--- config.mk ---
export PLATFORM = sky130hd
export DESIGN_NAME = i2c_write_fsm
export DESIGN_NICKNAME = d
export VERILOG_FILES = /design/src/design/i2c_pkg.sv /design/src/design/i2c_write_fsm.sv
export SDC_FILE = /design/constraint.sdc
export NUM_CORES = 1
export LEC_CHECK = 0
export ABC_AREA = 1
export BUFFER_PORTS_ARGS = -buffer_cell sky130_fd_sc_hd__buf_2
export CORE_MARGIN = 1
export CORE_UTILIZATION = 42
export CTS_CLUSTER_SIZE = 12
export DETAILED_ROUTE_END_ITERATION = 8
export HOLD_SLACK_MARGIN = 0.05
export PLACE_DENSITY = 0.78
export SYNTH_ARGS = -nofsm -noshare
export SYNTH_HDL_FRONTEND = slang
export SYNTH_SLANG_ARGS = --single-unit
--- constraint.sdc ---
create_clock -name clk -period 1.45 [get_ports clk]
set_input_delay 0.0725 -clock clk [delete_from_list [all_inputs] [get_ports clk]]
set_output_delay 0.0725 -clock clk [all_outputs]
set_load 0.03 [all_outputs]
--- src/design/i2c_pkg.sv ---
package i2c_pkg;

    // bus timing in clk cycles
    localparam int SCL_DIV = 16;                 // one bit period
    localparam int PH_RISE = SCL_DIV / 4;        // scl goes high
    localparam int PH_MID  = SCL_DIV / 2;        // sda sample, start/stop edge
    localparam int PH_FALL = SCL_DIV * 3 / 4;    // scl goes low
    localparam int PH_END  = SCL_DIV - 1;        // last cycle of the period

    // command fields
    localparam int DEV_W  = 7;
    localparam int REG_W  = 8;
    localparam int DATA_W = 8;

    // entries in the command queue, also the host's credits after reset
    localparam int QUEUE_DEPTH = 4;

    typedef enum logic [3:0] {
        idle,
        start,
        addr_byte,
        addr_ack,
        reg_byte,
        reg_ack,
        data_byte,
        data_ack,
        stop
    } state_t;

    // where the slave refused the transfer
    typedef enum logic [1:0] {
        nack_none,
        nack_dev,
        nack_reg,
        nack_data
    } nack_stage_t;

endpackage
--- src/design/i2c_write_fsm.sv ---
`timescale 1ns/1ps

module i2c_write_fsm (
    input  logic                        clk,
    input  logic                        rstn,
    input  logic                        q_empty,
    input  logic [i2c_pkg::DEV_W-1:0]   q_dev,
    input  logic [i2c_pkg::REG_W-1:0]   q_reg,
    input  logic [i2c_pkg::DATA_W-1:0]  q_data,
    input  logic                        ph_rise,
    input  logic                        ph_mid,
    input  logic                        ph_fall,
    input  logic                        ph_end,
    input  logic                        sh_bit,
    input  logic                        sh_last,
    input  logic                        ack_n,
    output logic                        q_pop,
    output logic                        tmr_run,
    output logic                        sh_load,
    output logic [i2c_pkg::DATA_W-1:0]  load_byte,
    output logic                        sh_shift,
    output logic                        scl,
    output logic                        sda_oe,
    output logic                        busy,
    output logic                        done,
    output i2c_pkg::nack_stage_t        nack_stage
);

    i2c_pkg::state_t state;
    logic            pop_d;                   // popped fields valid
    logic            sda_drv;                 // low drive for start/stop
    logic            in_byte;
    logic            in_ack;

    assign in_byte = (state == i2c_pkg::addr_byte) || (state == i2c_pkg::reg_byte) ||
                     (state == i2c_pkg::data_byte);
    assign in_ack  = (state == i2c_pkg::addr_ack) || (state == i2c_pkg::reg_ack) ||
                     (state == i2c_pkg::data_ack);

    assign tmr_run  = (state != i2c_pkg::idle);
    assign q_pop    = (state == i2c_pkg::idle) && !q_empty && !pop_d;
    assign sh_shift = in_byte && ph_end && !sh_last;
    assign sh_load  = pop_d || (ph_end && !ack_n &&
                      ((state == i2c_pkg::addr_ack) || (state == i2c_pkg::reg_ack)));

    always_comb begin
        case (state)
            i2c_pkg::addr_ack: load_byte = q_reg;
            i2c_pkg::reg_ack:  load_byte = q_data;
            default:           load_byte = {q_dev, 1'b0};   // write bit
        endcase
    end

    // a 1 on sh_bit means released
    assign sda_oe = in_byte ? !sh_bit : (in_ack ? 1'b0 : sda_drv);

    always_ff @(posedge clk or negedge rstn) begin
        if (!rstn) begin
            state      <= i2c_pkg::idle;
            pop_d      <= 1'b0;
            scl        <= 1'b1;
            sda_drv    <= 1'b0;
            busy       <= 1'b0;
            done       <= 1'b0;
            nack_stage <= i2c_pkg::nack_none;
        end else begin
            pop_d <= q_pop;
            done  <= 1'b0;
            if (q_pop)
                busy <= 1'b1;
            else if (done)
                busy <= 1'b0;
            if (ph_rise)
                scl <= 1'b1;
            else if (ph_fall && state != i2c_pkg::stop)
                scl <= 1'b0;                  // stays high after stop
            case (state)
                i2c_pkg::idle: begin
                    if (pop_d) begin
                        state      <= i2c_pkg::start;
                        nack_stage <= i2c_pkg::nack_none;
                    end
                end
                i2c_pkg::start: begin
                    if (ph_mid)
                        sda_drv <= 1'b1;      // sda falls while scl high
                    if (ph_end)
                        state <= i2c_pkg::addr_byte;
                end
                i2c_pkg::addr_byte: begin
                    if (ph_end && sh_last)
                        state <= i2c_pkg::addr_ack;
                end
                i2c_pkg::reg_byte: begin
                    if (ph_end && sh_last)
                        state <= i2c_pkg::reg_ack;
                end
                i2c_pkg::data_byte: begin
                    if (ph_end && sh_last)
                        state <= i2c_pkg::data_ack;
                end
                i2c_pkg::addr_ack: begin
                    if (ph_end && ack_n) begin
                        nack_stage <= i2c_pkg::nack_dev;
                        state      <= i2c_pkg::stop;
                    end else if (ph_end) begin
                        state <= i2c_pkg::reg_byte;
                    end
                end
                i2c_pkg::reg_ack: begin
                    if (ph_end && ack_n) begin
                        nack_stage <= i2c_pkg::nack_reg;
                        state      <= i2c_pkg::stop;
                    end else if (ph_end) begin
                        state <= i2c_pkg::data_byte;
                    end
                end
                i2c_pkg::data_ack: begin
                    if (ph_end) begin
                        if (ack_n)
                            nack_stage <= i2c_pkg::nack_data;
                        state <= i2c_pkg::stop;
                    end
                end
                i2c_pkg::stop: begin
                    // sda still driven low from start until mid period
                    if (ph_mid)
                        sda_drv <= 1'b0;
                    if (ph_end) begin
                        state <= i2c_pkg::idle;
                        done  <= 1'b1;
                    end
                end
                default: state <= i2c_pkg::idle;
            endcase
        end
    end

endmodule

After elaboration in Yosys (flattened, before gate mapping)
Index checks and enable logic that the tools add are counted.
{"block": "totals", "regBits": 11, "input_bits": 33, "word_cells": 88}
{"block": "classes", "n_eq_ne": 23, "mux": 30, "n_reduce_logical": 28}
{"op": "4-bit 2-to-1 mux", "count": 11}
{"op": "4-bit one-hot mux with 9 select lines", "count": 1}
{"op": "4-bit by 3-bit == test with 1-bit output (second input constant)", "count": 4}
{"op": "8-bit one-hot mux with 2 select lines", "count": 1}
{"op": "2-bit != test (second input constant)", "count": 7}
{"op": "1-bit 2-to-1 mux", "count": 10}
{"op": "2-bit 2-to-1 mux", "count": 5}
{"op": "2-bit by 1-bit != test with 1-bit output (second input constant)", "count": 5}
{"op": "1-bit logical AND", "count": 9}
{"op": "9-bit AND reduction", "count": 1}
{"op": "4-bit by 2-bit == test with 1-bit output (second input constant)", "count": 2}
{"op": "2-bit one-hot mux with 4 select lines", "count": 1}
{"op": "4-bit nonzero test", "count": 2}
{"op": "3-bit by 2-bit != test with 1-bit output (second input constant)", "count": 2}
{"op": "6-bit AND reduction", "count": 1}
{"op": "2-bit nonzero test", "count": 3}
{"op": "1-bit logical NOT", "count": 5}
{"op": "1-bit logical OR", "count": 5}
{"op": "4-bit by 1-bit == test with 1-bit output (second input constant)", "count": 1}
{"op": "4-bit == test (second input constant)", "count": 1}
{"op": "4-bit logical NOT", "count": 1}
{"op": "4-bit != test (second input constant)", "count": 1}
{"op": "3-bit AND reduction", "count": 1}
{"op": "1-bit one-hot mux with 2 select lines", "count": 1}

Depth between registers and ports, before layout
Gate-level depths: netlist of the first run.
{"block": "depth", "word_depth": 5, "ltp_mapped": 8, "mapped_depth_nobuf": 8}

Worst setup path after synthesis of the first run
OpenSTA, ideal clock, no wires.
{"block": "synth_timing", "kind": "flip-flop to flip-flop", "start": "register state[1]", "end": "register pop_d", "setup_ns": 0.178, "arrival_time_ns": 1.478, "t_required_ns": 1.272, "path_slack_ns": -0.207, "path_stages_with_launch": 6, "period_less_slack_ns": 1.657, "cell_sequence": "dfrtp_1 nor2_2 nand2_2 nor2_4 inv_2 nor2_1"}
{"block": "synth_between", "elab_chain_len": 3}
{"element": "from (decl)", "line": "i2c_write_fsm.sv:29", "text": "i2c_pkg::state_t state;"}
{"element": "from (signal assigned)", "line": "i2c_write_fsm.sv:59", "text": "state <= i2c_pkg::idle;"}
{"element": "from (signal assigned)", "line": "i2c_write_fsm.sv:80", "text": "state <= i2c_pkg::start;"}
{"element": "from (signal assigned)", "line": "i2c_write_fsm.sv:88", "text": "state <= i2c_pkg::addr_byte;"}
{"element": "4-bit logical NOT", "line": "i2c_write_fsm.sv:41", "text": "assign q_pop = (state == i2c_pkg::idle) && !q_empty && !pop_d;"}
{"element": "1-bit logical AND (2 in series)", "line": "i2c_write_fsm.sv:41"}
{"element": "net q_pop", "line": "i2c_write_fsm.sv:17", "text": "output logic q_pop,"}
{"element": "to (signal assigned)", "line": "i2c_write_fsm.sv:67", "text": "pop_d <= q_pop;"}
{"element": "to (decl)", "line": "i2c_write_fsm.sv:30", "text": "logic pop_d;"}
The timed path passes the listed nets, and every way through them passes these cells.
A chain may end at the register's enable or synchronous reset.

Worst setup path after layout of the first run
{"block": "layout_timing", "start": "register state[0]", "end": "output port sh_load"}
{"block": "layout_between", "elab_chain_len": 4, "word_cells_on_any_way": 5, "cone_classes": "2 x eq/ne; 3 x reduce/logical"}
{"element": "4-bit by 2-bit == test with 1-bit output or 4-bit by 3-bit == test with 1-bit output (tied branches)", "line": "i2c_write_fsm.sv:44", "text": "((state == i2c_pkg::addr_ack) || (state == i2c_pkg::reg_ack)));"}
{"element": "1-bit logical OR (*)", "line": "i2c_write_fsm.sv:44"}
{"element": "1-bit logical AND (*)", "line": "i2c_write_fsm.sv:43", "text": "assign sh_load = pop_d || (ph_end && !ack_n &&"}
{"element": "1-bit logical OR (*)", "line": "i2c_write_fsm.sv:43"}
{"element": "to (decl)", "line": "i2c_write_fsm.sv:19", "text": "output logic sh_load,"}
Every way passes the cells marked *; elsewhere a longest branch is shown, timed or not.

==> results of run 1 <==
-- synth_stat cells --
cell type,instances
dfrtp_1,10
nand3_1,30
a21o_1,2
o22ai_1,2
buf_4,2
nor2_4,3
dfstp_2,1
nand2_1,40
nand4_1,1
o21ai_2,2
inv_1,10
nor3_1,2
nor2_2,1
inv_2,4
nor2_1,10
nand3_2,1
a21oi_1,1
o21ai_0,3
nand2_2,3
-- cell type report --
| type | count | share of cell area |
|---|---|---|
| Multi-Input combinational cell | 101 | 0.408 |
| Timing Repair Buffer | 68 | 0.320 |
| Inverter | 14 | 0.0424 |
| Sequential cell | 11 | 0.190 |
| Tap cell | 25 | 0.0212 |
| Clock buffer | 4 | 0.0178 |
-- worst max-delay path, stage by stage (launching register included) --
cell and delay (ps):
dfrtp_2 470, nand2_1 140, inv_4 90, nand2_4 130, nand2_2 70, a21o_1 180, buf_6 130
-- through the flow --
step / cells / setup TNS [ps] / hold slack, ps / setup WS [ps]
3_3_place_gp: 205 / 0 / -47.7 / 83.5
5_1_grt: 223 / -2330 / 69.6 / -201
4_1_cts: 220 / -1330 / 64.9 / -128
3_5_place_dp: 205 / 0 / -45.3 / 86.8
6_report: 223 / -1220 / 63.4 / -117
2_1_floorplan: 128 / 0 / -223 / 4.67
-- registers in the layout, indices dropped and copies added (netlist names) --
name / flops
done: 1
pop_d: 1
busy: 1
sda_drv: 1
nack_stage: 2
state: 4
scl: 1
-- repair_timing --
action                     CTS  global route
hold endpoints to repair    14             0
setup endpoints to repair   12            15
setup buffers                8             3
hold buffers                 3             0
cloned                       0             0
gates resized for setup     47            14
pin swaps                   10             3
-- routing by layer --
metal,wire length (µm),part of all wire,GRT usage
met5,0,0,0
met4,76,0.026,0.112
met3,164,0.056,0.0667
met2,1560,0.53,0.489
met1,1150,0.39,0.291
-- report_power, final --
| group | switching [mW] | leakage, nW | internal, mW |
|---|---|---|---|
| Sequential | 0.117 | 0.131 | 0.423 |
| Clock | 0.108 | 0.0150 | 0.107 |
| Combinational | 1.51 | 0.673 | 0.959 |
| Total | 1.73 | 0.818 | 1.49 |
-- cell families (layout without fill, tap and decap cells) --
group	count (synthesis)	in the layout
and+or+nand+nor	91	91
DFF	11	11
AOI/OAI and AO/OA	10	10
buffers and inverters	16	86
-- final timing paths --
path / startpoint / end / slack, ps / cells after the start
max reg2reg: state[2] / nack_stage[1] / -110 / 10
min in group asynchronous: rstn / busy / 200 / 2
min: ph_fall / scl / 60 / 3
max: state[0] / sh_load / -120 / 6
min reg2reg: done / busy / 470 / 1
max in group asynchronous: rstn / scl / 980 / 2
==> qor.csv, run 1 <==
stage,metric,value,unit
cts,cts_buffer_depth,2,
timing,slew_headroom,0.833,
timing,slew_viol_final,0,
floorplanning,io_pins,51,
synth,synth_fp_nets,161,
cts,path_clk_slew,70,ps
finish,most-common-layout-cells,"38 x buf_2, 30 x nand2_1, 22 x nand3_1",
finish,syn2layout_area_growth,77.1,%
cts,cts_made_buffers,3,
global_route,grt_pass1_wl,4070,µm
detailed_routing,initialDrtViolationCount,37,
cts,clock_sinks,11,
detailed_routing,detail-route-antenna-nets,0,
synth,synth.largest_area_cell,dfrtp_1,
synth,avgSynthCellArea,6.50,µm²
finish,drive_above_1_share,0.551,
synth,synth_top_area_frac,0.301,
finish,seq_area,280,µm²
finish,nFillCells,97,
floorplanning,dieArea,2160,µm²
synth,ys_types,19,
global_route,grt_max_degree,14,
finish,final_cell_area,1470,µm²
timing,final_hold_viol_count,0,
detailed_routing,viasPerCell,5.24,
timing,fin_ws,-117,ps
detailed_routing,wire_per_inst,13.2,µm
detailed_routing,drc,0,
setup_path,cp.arrival,1490,ps
cts,root_buffer,clkbuf_4,
finish,multi_input_area,602,µm²
hold_path,hp-class,in2reg,
place,gp_congestion,0.892,
finish,utilization,0.827,
pwr,power_density,2190,nW/µm²
pwr,ir_drop,1440,µV
floorplanning,core_area,1780,µm²
finish,layout_commonest_cell,buf_2,
timing,worstMarginPinSlew,251,ps
synth,synth.mux.area_fraction,0,
status,status,"finished, violations left",
setup_path,cp-end-kind,output pin,
status,violations,setup timing,
synth,syn_area,832,µm²
synth,ys_seq_area_frac,0.332,
global_route,grt_overflow,0,
global_route,grt_usage,0.270,
cts,clkLatencyLatePin,280,ps
cts,cts_tree,built,
timing,fin_crit,1570,ps
floorplanning,rows,15,
finish,layout.nets,232,
timing,setup_viol,13,
synth,ys_top_cells_by_area,"dfrtp_1 30%, nand2_1 18%, nand3_1 18%",
synth,yosysWarnings,0,
cts,htreeDepth,1,
pwr,p_total,3.22,mW
global_route,antenna_found_initial,0,
timing,rsz0062_at_grt,true,
finish,antenna_cells,0,
flow_run,drv_cap,0,
pwr,total_leakage_power,0.818,nW
synth,synth_top_family_by_area,simple AND/OR/NAND/NOR gates,
place,dp_hpwl,1790,µm
synth,synth-xor-area-share,0,
floorplanning,die_h,46.5,µm
synth,synth-compound-area-share,0.0782,
timing,min_period_over_period,1.08,
setup_path,start_kind,flip-flop,
detailed_routing,dr.pass1.iters,4,
global_route,grt_pass1_vias,1012,
synth,synth-seq-cells,11,
synth,synthCells,128,
floorplanning,start_util,0.467,
synth,synth_simple_gate_area_frac,0.508,
floorplanning,die_w,46.5,µm
setup_path,path_max_fanout,13,
detailed_routing,drt-total-wl,2950,µm
place,place_area,1140,µm²
detailed_routing,num_vias,1169,
timing,fmax,0.638,GHz
setup_path,required,1380,ps
synth,synthAdderAreaFrac,0,
timing,skew,6.34,ps
place,portBuffers,50,
setup_path,critical_path_class,reg2out,
Note: power is estimated with default switching activity, not from simulation.
==> run 2: changes to the inputs <==
--- a/config.mk
+++ b/config.mk
@@ -5,14 +5,14 @@
 export SDC_FILE = /design/constraint.sdc
 export NUM_CORES = 1
 export LEC_CHECK = 0
-export ABC_AREA = 1
+export ABC_AREA = 0
 export BUFFER_PORTS_ARGS = -buffer_cell sky130_fd_sc_hd__buf_2
 export CORE_MARGIN = 1
 export CORE_UTILIZATION = 42
 export CTS_CLUSTER_SIZE = 12
 export DETAILED_ROUTE_END_ITERATION = 8
 export HOLD_SLACK_MARGIN = 0.05
-export PLACE_DENSITY = 0.78
+export PLACE_DENSITY = 0.79
 export SYNTH_ARGS = -nofsm -noshare
 export SYNTH_HDL_FRONTEND = slang
 export SYNTH_SLANG_ARGS = --single-unit
==> qor.csv, run 2 <==
stage,metric,value,unit
synth,ys.flop_type,dfrtp_1,
finish,nFillCells,101,
hold_path,hp-class,in2reg,
detailed_routing,viasPerCell,5.87,
floorplanning,die_h,46.3,µm
cts,clock_sinks,11,
setup_path,start_kind,flip-flop,
cts,clkLatencyLatePin,280,ps
setup_path,r2r_slack,-120,ps
timing,slew_headroom,0.816,
setup_path,path_delay_family,flip-flops,
finish,seq_area,282,µm²
cts,cts_tree,built,
cts,htreeDepth,1,
setup_path,path_max_fanout,8,
pwr,power_density,2410,nW/µm²
synth,ys_types,38,
pwr,ir_drop,1910,µV
floorplanning,io_pins,51,
setup_path,cpMaxStageDelayCell,dfrtp_2,
place,gp_congestion,0.827,
timing,rsz0062_at_grt,true,
detailed_routing,num_vias,1133,
setup_path,worst_r2r_path_depth,5,
synth,synth-seq-cells,11,
floorplanning,rows,15,
finish,multi_input_area,547,µm²
timing,whs,81.7,ps
synth,synth.largest_area_cell,dfrtp_1,
status,violations,setup timing,
finish,fin_cells,193,
timing,slew_viol_final,0,
finish,antenna_cells,0,
synth,synth_fp_nets,128,
finish,utilization,0.828,
finish,largest_reg_flops,4,
setup_path,worstReg2RegEnd,state[2],
setup_path,cp-end-kind,output pin,
setup_path,path_buf_inv,2,
synth,yosysWarnings,0,
timing,min_period_over_period,1.21,
cts,cts_made_buffers,3,
setup_path,critical_path_class,reg2out,
synth,async_flop_share,1.00,
finish,top_regs,"state (4), nack_stage (2)",
timing,setup_viol,15,
setup_path,critPathMaxStageDelay,450,ps
timing,fmax,0.570,GHz
global_route,grt_pass1_vias,1003,
cts,cts_buffer_depth,2,
detailed_routing,drt-total-wl,3660,µm
timing,final_hold_viol_count,0,
hold_path,whs_path_depth,3,
cts,path_clk_slew,70,ps
global_route,grt_max_degree,12,
place,dp.cells,181,
finish,syn2layout_area_growth,79.1,%
floorplanning,die_w,46.3,µm
cts,root_buffer,clkbuf_4,
hold_path,min-delay-start,ph_mid,
place,portBuffers,50,
flow_run,drv_cap,0,
synth,synth_most_common_cell,inv_1,
synth,avgSynthCellArea,8.68,µm²
timing,fin_crit,1760,ps
synth,synth_edf_count,0,
floorplanning,start_util,0.462,
detailed_routing,wire_per_inst,19.0,µm
finish,largest_register,state,
detailed_routing,dr.pass1.iters,5,
finish,most-common-layout-cells,"37 x buf_2, 22 x buf_4, 15 x buf_6",
synth,syn_area,825,µm²
setup_path,r2r-start,state[2],
synth,synth_top_area_frac,0.303,
place,dp_hpwl,2030,µm
setup_path,worstPathCellList,nand2b_4 -> nor3b_4 -> buf_6 -> a22oi_1 -> o21ai_1 -> buf_4,
detailed_routing,initialDrtViolationCount,36,
detailed_routing,detail-route-antenna-nets,0,
detailed_routing,drc,0,
global_route,grt_pass1_wl,4620,µm
synth,ys_seq_area_frac,0.335,
floorplanning,dieArea,2140,µm²
status,status,"finished, violations left",
synth,synthCells,95,
global_route,antenna_found_initial,0,
finish,drive_above_1_share,0.613,
timing,worstMarginPinSlew,269,ps
setup_path,required,1380,ps
global_route,grt_overflow,0,
synth,ys_top_cells_by_area,"dfrtp_1 30%, o21ai_0 6.7%, a22oi_1 6.4%",
floorplanning,core_area,1780,µm²
finish,layout_commonest_cell,buf_2,
pwr,total_leakage_power,0.718,nW
global_route,grt_usage,0.317,
finish,layout.nets,202,
synth,yosys-top-cells-count,"13 x inv_1, 11 x o21ai_0, 10 x dfrtp_1",
timing,fin_ws,-305,ps
hold_path,min_to,sda_drv,
setup_path,cp.arrival,1680,ps
timing,skew,3.32,ps
-- run 2: area by class of cell --
cell class,instances,share of cell area
inverters,13,0.0347
repair buffers,76,0.365
multi-input cells,64,0.370
well taps,25,0.0212
clock buffers,4,0.0178
flip-flops and latches,11,0.191
-- run 2: how the worst max path moves through the flow --
stage,startpoint,endpoint,depth (start not counted)
after floorplan,state[1],load_byte[1],6
after global placement,state[3],load_byte[7],6
after detailed placement,state[1],state[2],5
after CTS,state[1],load_byte[3],6
after global routing,state[1],load_byte[2],6
final,state[3],load_byte[2],6
-- run 2: where the power goes --
group / total [mW] / internal, mW / switching (mW)
Sequential: 0.591 / 0.434 / 0.158
Combinational: 2.74 / 1.30 / 1.45
Clock: 0.220 / 0.107 / 0.113
-- run 2: per-layer routing --
layer / share of wire / up-vias / wire length [µm] / track usage
met3: 0.064 / 25 / 236 / 0.0902
met5: 0 / - / 0 / 0
met2: 0.52 / 70 / 1920 / 0.547
li1: - / 491 / - / -
met1: 0.36 / 547 / 1320 / 0.359
met4: 0.050 / 0 / 184 / 0.129
-- run 2: worst min-delay path: cells and delay by family --
family / cells / cell delay [ps]
and+or+nand+nor: 1 / 90
buffers and inverters: 1 / 90
AOI/OAI and AO/OA: 1 / 70
-- run 2: cell families (layout without fill, tap and decap cells) --
| logic type | Yosys count | in the layout | synth area share |
|---|---|---|---|
| DFF | 11 | 11 | 0.335 |
| AOI/OAI and AO/OA | 35 | 35 | 0.282 |
| adders and majority gates | 1 | 1 | 0.0121 |
| buffers and inverters | 20 | 93 | 0.120 |
| and+or+nand+nor | 25 | 25 | 0.212 |
| muxes | 3 | 3 | 0.0379 |
-- run 2: repair_timing --
item,CTS,global route
endpoints found under the hold margin,12,0
setup buffers,7,4
hold buffers,2,0
gates resized for setup,30,22
setup endpoints to repair,14,16
pin swaps,5,9
-- run 2: stage by stage --
step           cell area, µm²  setup slack (ps)  setup TNS, ps  total power, mW
2_1_floorplan             867              -109           -951             1.89
6_report                 1480              -305          -3110             3.55
4_1_cts                  1390              -241          -2540             3.11
3_3_place_gp             1220              5.42              0             2.45
5_1_grt                  1480              -343          -3860             3.73
3_5_place_dp             1220             -88.4           -133             2.53
